**config.mk**
```make
export PLATFORM = sky130hd
export DESIGN_NAME = periph_top
export DESIGN_NICKNAME = d
export VERILOG_FILES = /design/src/soc_pkg.sv /design/src/periph_top.sv /design/src/soc_ctrl_regs.sv /design/src/rx_fifo.sv /design/src/uart_rx.sv /design/src/uart_tx.sv /design/src/periph_bus_ctrl.sv
export SDC_FILE = /design/constraint.sdc
export NUM_CORES = 1
export LEC_CHECK = 0
export BUFFER_PORTS_ARGS = -buffer_cell sky130_fd_sc_hd__buf_2
export CAP_MARGIN = 25
export CORE_MARGIN = 2
export CORE_UTILIZATION = 58
export DETAILED_ROUTE_END_ITERATION = 10
export GPL_ROUTABILITY_DRIVEN = 0
export PLACE_DENSITY = 0.82
export SLEW_MARGIN = 5
export SYNTH_ARGS = -nofsm -noshare
export SYNTH_HDL_FRONTEND = slang
export SYNTH_SLANG_ARGS = --single-unit
```
**constraint.sdc**
```tcl
create_clock -name msoc_clk -period 3.6 [get_ports msoc_clk]
set_input_delay 0 -clock msoc_clk [delete_from_list [all_inputs] [get_ports msoc_clk]]
set_output_delay 0 -clock msoc_clk [all_outputs]
set_load 0.1 [all_outputs]
```
**src/soc_pkg.sv**
```systemverilog
// soc peripheral package
// shared widths, slot map, wishbone bus structs and the uart receive entry
// used by the bus controller, the uart blocks and the receive FIFO

package soc_pkg;

  //////////////////////////////////////////////////
  // basic types
  typedef logic [31:0] addr_t;     // wishbone byte address
  typedef logic [31:0] data_t;     // bus data word
  typedef logic [3:0]  slot_t;     // adr[23:20]
  typedef logic [3:0]  reg_off_t;  // adr[5:2], word offset in slot
  typedef logic [7:0]  byte_t;     // uart data, led byte
  typedef logic [15:0] baud_div_t; // clocks per bit
  typedef logic [15:0] dip_t;      // dip switches

  // one receive FIFO entry with the error flag on top
  typedef struct packed {
    logic  err;   // stop bit was low
    byte_t data;
  } rx_entry_t;

  //////////////////////////////////////////////////
  // wishbone classic request from master to slave
  typedef struct packed {
    logic       cyc;
    logic       stb;
    logic       we;
    logic [3:0] sel;
    addr_t      adr;
    data_t      dat;
  } wb_req_t;

  // slave to master
  typedef struct packed {
    logic  ack;
    data_t dat;
  } wb_rsp_t;

  //////////////////////////////////////////////////
  // slot map
  localparam slot_t    SLOT_UART   = 4'd2;  // tx data and baud
  localparam slot_t    SLOT_RXFIFO = 4'd3;  // receive FIFO
  localparam slot_t    SLOT_BOARD  = 4'd7;  // led and dip
  localparam reg_off_t OFF_TXDATA  = 4'd0;
  localparam reg_off_t OFF_BAUD    = 4'd1;

  // bit positions in the FIFO status word above the head byte in [7:0]
  localparam int ST_VALID  = 8;
  localparam int ST_TXBUSY = 9;
  localparam int ST_RXBUSY = 10;
  localparam int ST_ERR    = 11;
  localparam int ST_FULL   = 12;

endpackage
```
**src/periph_top.sv**
```systemverilog
// peripheral subsystem top
// wishbone controller with the uart, receive FIFO and board registers

`timescale 1ns/1ps

module periph_top #(
  parameter int          RX_FIFO_DEPTH = 8,
  parameter int unsigned BAUD_RESET    = 651
) (
  input  logic             msoc_clk,
  input  logic             rstn,
  input  soc_pkg::wb_req_t wb_i,
  input  logic             uart_rx_i,
  input  soc_pkg::dip_t    dip_i,
  output soc_pkg::wb_rsp_t wb_o,
  output logic             uart_tx_o,
  output soc_pkg::byte_t   led_o
);

  import soc_pkg::*;

  data_t     wdata;
  baud_div_t baud;
  dip_t      dip_sync;
  rx_entry_t rx_entry;      // receiver to FIFO
  rx_entry_t fifo_head;
  logic      tx_start, baud_we, led_we, rx_pop;
  logic      tx_busy, rx_busy, rx_push;
  logic      fifo_empty, fifo_full;

  periph_bus_ctrl u_bus_ctrl (
    .msoc_clk     (msoc_clk),
    .rstn         (rstn),
    .wb_i         (wb_i),
    .baud_i       (baud),
    .fifo_head_i  (fifo_head),
    .fifo_empty_i (fifo_empty),
    .fifo_full_i  (fifo_full),
    .tx_busy_i    (tx_busy),
    .rx_busy_i    (rx_busy),
    .dip_i        (dip_sync),
    .wb_o         (wb_o),
    .wdata_o      (wdata),
    .tx_start_o   (tx_start),
    .baud_we_o    (baud_we),
    .led_we_o     (led_we),
    .rx_pop_o     (rx_pop)
  );

  uart_tx u_uart_tx (
    .msoc_clk (msoc_clk),
    .rstn     (rstn),
    .start_i  (tx_start),
    .data_i   (wdata[7:0]),
    .baud_i   (baud),
    .tx_o     (uart_tx_o),
    .busy_o   (tx_busy)
  );

  uart_rx u_uart_rx (
    .msoc_clk (msoc_clk),
    .rstn     (rstn),
    .rx_i     (uart_rx_i),
    .baud_i   (baud),
    .entry_o  (rx_entry),
    .push_o   (rx_push),
    .busy_o   (rx_busy)
  );

  rx_fifo #(.RX_FIFO_DEPTH(RX_FIFO_DEPTH)) u_rx_fifo (
    .msoc_clk (msoc_clk),
    .rstn     (rstn),
    .push_i   (rx_push),
    .entry_i  (rx_entry),
    .pop_i    (rx_pop),
    .head_o   (fifo_head),
    .empty_o  (fifo_empty),
    .full_o   (fifo_full)
  );

  soc_ctrl_regs #(.BAUD_RESET(BAUD_RESET)) u_ctrl_regs (
    .msoc_clk   (msoc_clk),
    .rstn       (rstn),
    .led_we_i   (led_we),
    .baud_we_i  (baud_we),
    .wdata_i    (wdata),
    .dip_i      (dip_i),
    .led_o      (led_o),
    .baud_o     (baud),
    .dip_sync_o (dip_sync)
  );

endmodule

```
**src/soc_ctrl_regs.sv**
```systemverilog
// board control registers
// led byte, uart baud divider and a two stage dip switch synchroniser

`timescale 1ns/1ps

module soc_ctrl_regs #(
  parameter int unsigned BAUD_RESET = 651
) (
  input  logic               msoc_clk,
  input  logic               rstn,
  input  logic               led_we_i,
  input  logic               baud_we_i,
  input  soc_pkg::data_t     wdata_i,
  input  soc_pkg::dip_t      dip_i,
  output soc_pkg::byte_t     led_o,
  output soc_pkg::baud_div_t baud_o,
  output soc_pkg::dip_t      dip_sync_o
);

  import soc_pkg::*;

  byte_t     led_q;
  baud_div_t baud_q;
  dip_t      dip_s1;      // first stage, may be metastable
  dip_t      dip_s2;

  always_ff @(posedge msoc_clk or negedge rstn)
  begin
    if (!rstn)
    begin
      led_q  <= '0;
      baud_q <= baud_div_t'(BAUD_RESET);
      dip_s1 <= '0;
      dip_s2 <= '0;
    end
    else
    begin
      if (led_we_i)
        led_q <= wdata_i[7:0];
      if (baud_we_i)
        baud_q <= wdata_i[15:0];   // clocks per bit
      dip_s1 <= dip_i;
      dip_s2 <= dip_s1;
    end
  end

  assign led_o      = led_q;
  assign baud_o     = baud_q;
  assign dip_sync_o = dip_s2;

endmodule

```
**src/rx_fifo.sv**
```systemverilog
// receive FIFO
// circular buffer of uart entries, push from the receiver,
// pop on a bus write, head entry always visible

`timescale 1ns/1ps

module rx_fifo #(
  parameter int RX_FIFO_DEPTH = 8
) (
  input  logic               msoc_clk,
  input  logic               rstn,
  input  logic               push_i,
  input  soc_pkg::rx_entry_t entry_i,
  input  logic               pop_i,
  output soc_pkg::rx_entry_t head_o,
  output logic               empty_o,
  output logic               full_o
);

  import soc_pkg::*;

  localparam int PTR_W = (RX_FIFO_DEPTH > 1) ? $clog2(RX_FIFO_DEPTH) : 1;
  localparam int CNT_W = $clog2(RX_FIFO_DEPTH + 1);

  rx_entry_t        mem [RX_FIFO_DEPTH];
  logic [PTR_W-1:0] wr_ptr;
  logic [PTR_W-1:0] rd_ptr;
  logic [CNT_W-1:0] count;
  logic             do_push;
  logic             do_pop;

  assign empty_o = (count == '0);
  assign full_o  = (count == CNT_W'(RX_FIFO_DEPTH));
  assign do_push = push_i & ~full_o;   // entry dropped when full
  assign do_pop  = pop_i & ~empty_o;

  always_ff @(posedge msoc_clk or negedge rstn)
  begin
    if (!rstn)
    begin
      wr_ptr <= '0;
      rd_ptr <= '0;
      count  <= '0;
    end
    else
    begin
      if (do_push)
        wr_ptr <= (wr_ptr == PTR_W'(RX_FIFO_DEPTH - 1)) ? '0 : wr_ptr + 1'b1;
      if (do_pop)
        rd_ptr <= (rd_ptr == PTR_W'(RX_FIFO_DEPTH - 1)) ? '0 : rd_ptr + 1'b1;
      if (do_push && !do_pop)
        count <= count + 1'b1;
      else if (do_pop && !do_push)
        count <= count - 1'b1;
    end
  end

  // storage
  always_ff @(posedge msoc_clk)
  begin
    if (do_push)
      mem[wr_ptr] <= entry_i;
  end

  assign head_o = mem[rd_ptr];

  a_count_bound: assert property (@(posedge msoc_clk) disable iff (!rstn)
    count <= CNT_W'(RX_FIFO_DEPTH));

endmodule

```
**src/uart_rx.sv**
```systemverilog
// uart receiver
// two flop synchroniser and 3-sample majority vote on the rx line,
// mid-bit sampling of an 8n1 frame, low stop bit flags a framing error

`timescale 1ns/1ps

module uart_rx (
  input  logic               msoc_clk,
  input  logic               rstn,
  input  logic               rx_i,
  input  soc_pkg::baud_div_t baud_i,
  output soc_pkg::rx_entry_t entry_o,
  output logic               push_o,
  output logic               busy_o
);

  import soc_pkg::*;

  typedef enum logic [1:0] {RX_IDLE, RX_START, RX_DATA, RX_STOP} rx_state_e;

  rx_state_e  state_q;
  logic [1:0] sync_q;       // metastability flops
  logic [2:0] samp_q;       // last three samples
  logic       maj_q;
  logic       maj_d;        // for edge detect
  baud_div_t  cnt_q;
  logic [2:0] bit_cnt;
  byte_t      shift_q;
  rx_entry_t  entry_q;
  logic       push_q;
  logic       half_end;
  logic       bit_end;

  assign half_end = (cnt_q == {1'b0, baud_i[15:1]} - 16'd1);
  assign bit_end  = (cnt_q == baud_i - 16'd1);

  //////////////////////////////////////////////////
  // line filter, resets to idle high
  always_ff @(posedge msoc_clk or negedge rstn)
  begin
    if (!rstn)
    begin
      sync_q <= 2'b11;
      samp_q <= 3'b111;
      maj_q  <= 1'b1;
      maj_d  <= 1'b1;
    end
    else
    begin
      sync_q <= {sync_q[0], rx_i};
      samp_q <= {samp_q[1:0], sync_q[1]};
      maj_q  <= (samp_q[0] & samp_q[1]) | (samp_q[0] & samp_q[2]) | (samp_q[1] & samp_q[2]);
      maj_d  <= maj_q;
    end
  end

  //////////////////////////////////////////////////
  // frame FSM
  always_ff @(posedge msoc_clk or negedge rstn)
  begin
    if (!rstn)
    begin
      state_q <= RX_IDLE;
      cnt_q   <= '0;
      bit_cnt <= '0;
      push_q  <= 1'b0;
    end
    else
    begin
      push_q <= 1'b0;
      cnt_q  <= cnt_q + 16'd1;
      case (state_q)
        RX_IDLE:
        begin
          cnt_q <= '0;
          if (maj_d && !maj_q)     // falling edge, not a held low line
            state_q <= RX_START;
        end
        RX_START:
          if (half_end)            // mid start bit
          begin
            cnt_q   <= '0;
            bit_cnt <= '0;
            state_q <= maj_q ? RX_IDLE : RX_DATA;  // glitch back to idle
          end
        RX_DATA:
          if (bit_end)
          begin
            cnt_q   <= '0;
            bit_cnt <= bit_cnt + 3'd1;
            if (bit_cnt == 3'd7)
              state_q <= RX_STOP;
          end
        default:
          if (bit_end)             // mid stop bit
          begin
            push_q  <= 1'b1;
            state_q <= RX_IDLE;
          end
      endcase
    end
  end

  // payload, lsb first
  always_ff @(posedge msoc_clk)
  begin
    if (state_q == RX_DATA && bit_end)
      shift_q <= {maj_q, shift_q[7:1]};
    if (state_q == RX_STOP && bit_end)
      entry_q <= '{err: ~maj_q, data: shift_q};
  end

  assign entry_o = entry_q;
  assign push_o  = push_q;
  assign busy_o  = (state_q != RX_IDLE);

  a_push_pulse: assert property (@(posedge msoc_clk) disable iff (!rstn)
    push_o |=> !push_o);

endmodule

```
**src/uart_tx.sv**
```systemverilog
// uart transmitter
// 8n1 frame, one start bit, 8 data bits lsb first, one stop bit,
// each bit held for baud_i clocks

`timescale 1ns/1ps

module uart_tx (
  input  logic               msoc_clk,
  input  logic               rstn,
  input  logic               start_i,
  input  soc_pkg::byte_t     data_i,
  input  soc_pkg::baud_div_t baud_i,
  output logic               tx_o,
  output logic               busy_o
);

  import soc_pkg::*;

  typedef enum logic [1:0] {TX_IDLE, TX_START, TX_DATA, TX_STOP} tx_state_e;

  tx_state_e state_q;
  baud_div_t div_cnt;       // clocks into current bit
  logic [2:0] bit_cnt;
  byte_t     shift_q;
  logic      tx_q;
  logic      bit_end;

  assign bit_end = (div_cnt == baud_i - 16'd1);

  always_ff @(posedge msoc_clk or negedge rstn)
  begin
    if (!rstn)
    begin
      state_q <= TX_IDLE;
      div_cnt <= '0;
      bit_cnt <= '0;
      tx_q    <= 1'b1;      // line idles high
    end
    else
    begin
      div_cnt <= bit_end ? '0 : div_cnt + 16'd1;
      case (state_q)
        TX_IDLE:
        begin
          div_cnt <= '0;
          if (start_i)      // start ignored while busy
          begin
            state_q <= TX_START;
            tx_q    <= 1'b0;
          end
        end
        TX_START:
          if (bit_end)
          begin
            state_q <= TX_DATA;
            bit_cnt <= '0;
            tx_q    <= shift_q[0];
          end
        TX_DATA:
          if (bit_end)
          begin
            bit_cnt <= bit_cnt + 3'd1;
            if (bit_cnt == 3'd7)
            begin
              state_q <= TX_STOP;
              tx_q    <= 1'b1;
            end
            else
              tx_q <= shift_q[bit_cnt + 3'd1];
          end
        default:            // stop bit
          if (bit_end)
            state_q <= TX_IDLE;
      endcase
    end
  end

  // byte latched on start
  always_ff @(posedge msoc_clk)
  begin
    if (start_i && state_q == TX_IDLE)
      shift_q <= data_i;
  end

  assign tx_o   = tx_q;
  assign busy_o = (state_q != TX_IDLE);

endmodule

```
**src/periph_bus_ctrl.sv**
```systemverilog
// peripheral bus controller
// wishbone classic slave, one-hot slot decode on adr[23:20],
// single cycle write strobes and a registered read mux with ack

`timescale 1ns/1ps

module periph_bus_ctrl (
  input  logic               msoc_clk,
  input  logic               rstn,
  input  soc_pkg::wb_req_t   wb_i,
  input  soc_pkg::baud_div_t baud_i,
  input  soc_pkg::rx_entry_t fifo_head_i,
  input  logic               fifo_empty_i,
  input  logic               fifo_full_i,
  input  logic               tx_busy_i,
  input  logic               rx_busy_i,
  input  soc_pkg::dip_t      dip_i,
  output soc_pkg::wb_rsp_t   wb_o,
  output soc_pkg::data_t     wdata_o,
  output logic               tx_start_o,
  output logic               baud_we_o,
  output logic               led_we_o,
  output logic               rx_pop_o
);

  import soc_pkg::*;

  slot_t      slot;
  reg_off_t   off;
  logic [15:0] slot_oh;         // one bit per slot
  logic       accept;
  logic       wr_acc;
  logic       ack_q;
  data_t      rdat_q;
  data_t      rdata;            // read mux result
  data_t      status_word;
  data_t      slot_rdata [16];

  assign slot = wb_i.adr[23:20];
  assign off  = wb_i.adr[5:2];

  // a request still held while ack is out is the same request
  assign accept = wb_i.cyc & wb_i.stb & ~ack_q;
  assign wr_acc = accept & wb_i.we;

  //////////////////////////////////////////////////
  // write strobes, one cycle, in the accept cycle
  assign tx_start_o = wr_acc & slot_oh[SLOT_UART] & (off == OFF_TXDATA);
  assign baud_we_o  = wr_acc & slot_oh[SLOT_UART] & (off == OFF_BAUD);
  assign led_we_o   = wr_acc & slot_oh[SLOT_BOARD];
  assign rx_pop_o   = wr_acc & slot_oh[SLOT_RXFIFO];  // data ignored
  assign wdata_o    = wb_i.dat;

  // FIFO status word, upper bits zero
  always_comb
  begin
    status_word            = '0;
    status_word[7:0]       = fifo_head_i.data;
    status_word[ST_VALID]  = ~fifo_empty_i;
    status_word[ST_TXBUSY] = tx_busy_i;
    status_word[ST_RXBUSY] = rx_busy_i;
    status_word[ST_ERR]    = fifo_head_i.err;
    status_word[ST_FULL]   = fifo_full_i;
  end

  //////////////////////////////////////////////////
  // per slot read data, then or them together
  always_comb
  begin
    for (int s = 0; s < 16; s++)
    begin
      slot_rdata[s] = '0;            // unmapped reads as zero
    end
    slot_rdata[SLOT_UART]   = (off == OFF_BAUD) ? data_t'(baud_i) : '0;
    slot_rdata[SLOT_RXFIFO] = status_word;  // read does not pop
    slot_rdata[SLOT_BOARD]  = data_t'(dip_i);
    rdata = '0;
    for (int i = 0; i < 16; i++)
    begin
      slot_oh[i] = (slot == slot_t'(i));
      rdata     |= slot_oh[i] ? slot_rdata[i] : '0;
    end
  end

  // ack one clock after the request is seen
  always_ff @(posedge msoc_clk or negedge rstn)
  begin
    if (!rstn)
      ack_q <= 1'b0;
    else
      ack_q <= accept;
  end

  // read data rides with ack
  always_ff @(posedge msoc_clk)
  begin
    if (accept)
      rdat_q <= rdata;
  end

  assign wb_o.ack = ack_q;
  assign wb_o.dat = rdat_q;

  // no back to back acks, a held request must not be taken twice
  a_ack_single: assert property (@(posedge msoc_clk) disable iff (!rstn)
    wb_o.ack |=> !wb_o.ack);

endmodule

```
== Word-level counts from Yosys, hierarchy flattened ==
Memory sizes are Yosys's and may differ from the RTL's.
Cells that the tools add are included.
W data, S select, Z words.
Storage, ports and cells
  register bits after elaboration: 175
  memories: 1
  logic and storage cells: 153
  output and inout bits: 42
  RAM bits: 72
  latch bits: 0
  input bits: 90
  memory bits (read-only): 0
Cells by class
  bitwise logic cells: 21
  shift-type cells: 0
  eq/ne operators: 25
  divide/modulo/power cells: 0
  reduce and logical (&&, ||, !) cells: 27
  multiply operators: 0
  order comparisons: 1
  add/sub/neg operators: 10
  muxes and demuxes: 43
Memories
  u_rx_fifo.mem: depth 8, width 9, rd ports 1, clocked after Yosys merged registers in 0, write ports 1, line rx_fifo.sv:25  | rx_entry_t mem [RX_FIFO_DEPTH];
Operator list (count)
  $mux W16: 6
  $or A32 B32 Y32: 2
  $eq A16 B16 Y1: 3
  $pmux W16 S3: 1
  $add A16 B1 Y16 const B: 2
  $mux W32: 1
  $mux W2: 11
  $mux W3: 6
  $ne A2 B1 Y1 const B: 8
  $sub A15 B1 Y16 const B: 1
  $sub A16 B1 Y16 const B: 1
  $and A1 B1 Y1: 13
  $mux W13: 1
  $add A3 B1 Y3 const B: 4
  $eq A3 B3 Y1 const B: 4
  $pmux W2 S3: 2
  $pmux W3 S2: 2
  $reduce_bool A2 Y1: 6
  $reduce_and A5 Y1: 2
  $mux W1: 9
  $eq A4 B2 Y1 const B: 2
  $logic_not A4 Y1: 2
  $mux W4: 2
  $eq A2 B2 Y1 const B: 3
  other kinds (18): 33

== Depth between registers and ports, before layout ==
  word-level depth: 8
  mapped depth: 13
  mapped depth without buffers: 13

== Cells and area by module ==
From an unflattened synthesis, not the netlist that was laid out.
Second synthesis, totals
  cell total of the unflattened synthesis: 891
  area total of the unflattened synthesis: 11653.7 um2
By module, submodules not included
  rx_fifo: cells an instance 168, times used 1, seq. area each 2412.3 um2, area each 3390.8 um2
  uart_rx: cells an instance 311, times used 1, seq. area each 1244.9 um2, area each 3074.2 um2
  uart_tx: cells an instance 213, times used 1, seq. area each 792.0 um2, area each 2084.5 um2
  soc_ctrl_regs: cells an instance 83, times used 1, seq. area each 1407.6 um2, area each 1751.7 um2
  periph_bus_ctrl: cells an instance 116, times used 1, seq. area each 505.5 um2, area each 1352.5 um2

== Worst setup path after synthesis ==
Ideal clock, no wire load.
  path kind: reg-to-reg
  start: register u_ctrl_regs.baud_q[2] (netlist: u_ctrl_regs.baud_o[2])
  end: register u_uart_rx.bit_cnt[0]
  buffers on the path: 0
  cell stages (with the launch flop): 11
  required time: 3472 ps
  setup time: 128 ps
  arrival time: 3056 ps
  clock period less this slack: 3183 ps
  slack: 417 ps
  path through: dfrtp_1 > inv_1 > ha_1 > or4b_4 > or4_4 > xor2_1 > o221ai_1 > nor4b_4 > a21oi_2 > nor3b_4 > mux2_1
On the way
  word-level cells in the longest chain between the ends: 4
  elaborated cells between the ends (all ways): 7
  classes of those cells: add/sub (2); eq/ne (4); reduce/logical (1)
RTL lines
  start: declaration: line soc_ctrl_regs.sv:23  | baud_div_t baud_q;
  start signal: assignment: line soc_ctrl_regs.sv:32  | baud_q <= baud_div_t'(BAUD_RESET);
  start signal: assignment: line soc_ctrl_regs.sv:41  | baud_q <= wdata_i[15:0];
  $sub A16 B1 Y16 or $sub A15 B1 Y16 (tied branches): line uart_rx.sv:35, uart_rx.sv:34
  $eq A16 B16 Y1 (on tied branches): line uart_rx.sv:35, uart_rx.sv:34
  $ne A2 B1 Y1 (no source line)
  $reduce_and A3 Y1 (no source line) (*)
  end signal: assignment: line uart_rx.sv:90  | bit_cnt <= bit_cnt + 3'd1;
  end: declaration: line uart_rx.sv:27  | logic [2:0] bit_cnt;
Every way passes the cells marked *; elsewhere a longest branch is shown, timed or not.
A chain may end at the register's enable or synchronous reset.

== Final worst setup path ==
  start: register u_ctrl_regs.baud_q[1] (netlist: u_ctrl_regs.baud_o[1])
  end: register u_uart_rx.bit_cnt[0]
Same word-level chain as after synthesis.

==> impl_results.md <==
* Status: finished, final reports clean
* Synth top cells by count: edfxtp_1, dfrtp_1, nor2_1
* Worst vdd ir at 0.530 mV
* Fraction of registers with async set/reset at 51.1%
* Slew margin rel. at 32.4%
* Reg-to-reg slack, setup at 0.22 ns
* Die Span Y at 140 µm
* Clock Tree Buf Depth at 3
* Setup crit end kind: register
* Leakage power at 5.17 nW
* Cell Area, Synth at 10700 µm²
* Required time worst endpoint at 3.99 ns
* Post-route ant nets at 0
* Combinational power share at 15.3%
* Met2 Routed Length at 11500 µm
* Avg WL per Cell at 20.3 µm
* Row count at 49
* Filler instances at 1139
* Crit-path max FO at 6
* Total gr overflow at 0
* Hold Slack at 0.0586 ns
* TNS Setup at 0 ns
* Nets@finish at 1049
* Net Switching at 1.86 mW
* Fmax at 296 MHz
* Critical path type: register to register
* Final Hold Viols at 0
* Number of H-tree levels at 1
* CP cell instances: inv_1, ha_1, or4b_4, or4_4, xor2_1, o221ai_1, nor4b_4, a21oi_2, nor3b_4, mux2_1
* 1st-pass router iterations at 5
* Post-CTS Resized at 0
* Pwr dens at 526 nW/µm²
* Worst Hold Endpoint: u_rx_fifo.rd_ptr[1]
* Top delay family on crit path: simple AND/OR/NAND/NOR gates
* Multi-input combinational cell area at 4040 µm²
* Path depth of the worst reg2reg path at 10
* FF/Latch Area at 6360 µm²
* Worst Path Buf+Inv at 1
* Max Used Layer: met4
* Clock Latency Late Sink at 0.53 ns
* Placed Instance Area at 11400 µm²
* Endpoints failing setup at 0
* Yosys reg bits at 231
* Worst-Margin Slew at 1.01 ns
* Drc violations at 0
* Cell taking the most area after synthesis: edfxtp_1
* Number of diodes at 0
* Sw Ratio at 28.0%
* TritonCTS clock tree: built
* Post-synth EDFFs at 113
* Post-synthesis cell count at 813
* Sequential share of power at 45.9%
* Worst EP arrival at 3.77 ns
* Area contributors post-synth: edfxtp_1, dfrtp_1, mux4_2
* Post-synth top area share at 31.7%
* Final min period at 3.38 ns
* Largest net degree at the start of global routing at 67
* Root Driver: clkbuf_16
* Max Slew Vio Count at 0
* Worst clock skew at 0.0222 ns
* Die area at 19600 µm²
* # clock sinks at 231
* CTS buffer count at 24
* Synth cell types at 70
* Final period utilization at 93.8%
* Port Buf Inserts at 71
* HP Class: primary input to register
* CP max stage delay at 0.52 ns
* RSZ-0062 raised after global routing: no
* Mapped Avg Cell Area at 13.2 µm²
* GRT Total Usage at 24.8%
* Core area at 18000 µm²
* Most common cell in the synthesized netlist: edfxtp_1
* DRT iter0 DRCs at 632
* WL met3 at 2120 µm
* Seq/Total Area, Yosys at 59.4%
* Area Growth Syn to Fin at 17.7%
* Chip Width at 140 µm
* Reg clk slew, reported paths at 0.07 ns
* Clock share of power at 38.8%
* Num ports at 132
* Vias per Instance at 5.91
* Routed Wire Length at 24000 µm
* Overall power at 6.63 mW
* Share of layout cells above drive strength 1 at 23.1%
* Worst reg2reg startpoint: u_ctrl_regs.baud_o[1]
* HPWL Detailed at 15400 µm
* Initial antenna violation count at 0
* HP Start: wb_i[68]
* CP Launch Type: register
* Routed vias at 6987
* Top FF cell, synth: edfxtp_1
* Post-CTS Setup Bufs at 0
* Cell internal pwr at 4.77 mW
* Design Area, Final at 12600 µm²
* Met1 Routed Length at 9870 µm
* RR Endpoint: u_uart_rx.bit_cnt[0]
* First-pass GRT wire length at 38000 µm
* Max_cap viols at 0
* Synth Warn # at 0
* Number of global-route vias before repair at 6994
* Slowest CP cell: or4b_4
* Starting Density at 59.5%
* WHS Path Cells at 4
repair_timing:
item                                   CTS  global route
hold buffers                            39             0
setup endpoints to repair                0             0
endpoints found under the hold margin  112             0
registers in the layout (all words and copies together), names as in the netlist, 8 cells and up:
signal	cells
u_bus_ctrl.rdat_q	16
u_uart_tx.shift_q	8
u_rx_fifo.mem	72
u_ctrl_regs.baud_o	16
u_uart_tx.div_cnt	16
u_ctrl_regs.dip_sync_o	16
u_ctrl_regs.led_o	8
u_uart_rx.shift_q	8
u_uart_rx.cnt_q	16
u_ctrl_regs.dip_s1	16
u_uart_rx.entry_o	9
area by class of cell:
type | instances | area share (%)
repair buffers | 140 | 7.82
clock inverters | 12 | 0.734
inverters | 22 | 0.655
multi-input cells | 516 | 32.1
well taps | 229 | 2.27
flip-flops and latches | 231 | 50.5
clock buffers | 32 | 6.01
power groups by stage:
stage,combinational [mW],clock (mW),sequential [mW]
2_1_floorplan,0.623,0,3.20
6_report,1.01,2.57,3.04
4_1_cts,1.01,2.60,3.04
3_5_place_dp,0.966,0,3.08
3_3_place_gp,0.940,0,3.07
5_1_grt,1.10,2.71,3.05
per-stage QoR:
stage / utilization, % / instances / setup WS [ns]
3_3_place_gp: 63.1 / 1099 / 0.304
3_5_place_dp: 63.1 / 1099 / 0.251
6_report: 70.0 / 1182 / 0.225
2_1_floorplan: - / 828 / 0.417
4_1_cts: 70.0 / 1182 / 0.219
5_1_grt: 70.0 / 1182 / 0.0949
placed cells by master (no fill, tap or decap), types with 6 or more instances in the layout:
cell type | netlist | routed
and3_1 | 15 | 15
xnor3_1 | 8 | 8
dfrtp_1 | 105 | 105
xnor2_1 | 50 | 50
inv_1 | 22 | 22
mux4_2 | 20 | 20
a22o_1 | 6 | 6
dfstp_2 | 13 | 13
clkbuf_16 | 0 | 30
mux2i_1 | 12 | 12
nor4_1 | 9 | 9
o31ai_1 | 6 | 6
edfxtp_1 | 113 | 113
nand2_1 | 46 | 46
nand4_1 | 6 | 6
a21oi_1 | 13 | 13
buf_4 | 18 | 30
xor2_1 | 32 | 32
nand2b_1 | 8 | 8
nor2b_1 | 7 | 7
buf_2 | 7 | 70
o21ai_0 | 22 | 22
ha_1 | 23 | 23
nand3_1 | 27 | 27
a22oi_1 | 9 | 9
conb_1 | 1 | 16
nor3_1 | 16 | 13
mux2_2 | 24 | 24
dlygate4sd3_1 | 0 | 39
nor2_1 | 69 | 68
routing by layer:
layer	global-route usage, %	vias to the layer above
met4	5.68	0
li1	-	3155
met5	0	-
met2	40.8	345
met3	4.89	41
met1	34.8	3446
how the worst max path moves through the flow:
stage / cells after the start / startpoint / to
3_5_place_dp: 10 / u_ctrl_regs.baud_o[1] / u_uart_rx.bit_cnt[0]
3_3_place_gp: 10 / u_ctrl_regs.baud_o[1] / u_uart_rx.bit_cnt[0]
2_1_floorplan: 10 / u_ctrl_regs.baud_o[2] / u_uart_rx.bit_cnt[0]
6_report: 10 / u_ctrl_regs.baud_o[1] / u_uart_rx.bit_cnt[0]
4_1_cts: 10 / u_ctrl_regs.baud_o[1] / u_uart_rx.bit_cnt[0]
5_1_grt: 10 / u_ctrl_regs.baud_o[1] / u_uart_rx.bit_cnt[0]
cell families (layout without fill, tap and decap cells):
| family | after synthesis | in the layout | share of synthesized area, % |
|---|---|---|---|
| AOI/OAI and AO/OA | 82 | 82 | 5.30 |
| xor gates and xnor gates | 90 | 90 | 8.38 |
| adders and majority gates | 25 | 25 | 2.97 |
| buffers and inverters | 81 | 206 | 3.62 |
| DFF | 231 | 231 | 59.4 |
| muxes | 57 | 57 | 7.95 |
| other | 1 | 16 | 0.0350 |
| and+or+nand+nor | 246 | 246 | 12.4 |
worst reg2reg max path, stage by stage (launching register included):
cell and delay [ns]:
dfstp_2 0.39, inv_1 0.10, ha_1 0.17, or4b_4 0.52, or4_4 0.49, xor2_1 0.15, o221ai_1 0.18, nor4b_4 0.44
a21oi_2 0.18, nor3b_4 0.28, mux2_1 0.35
Power figures use the tool's default switching activity.
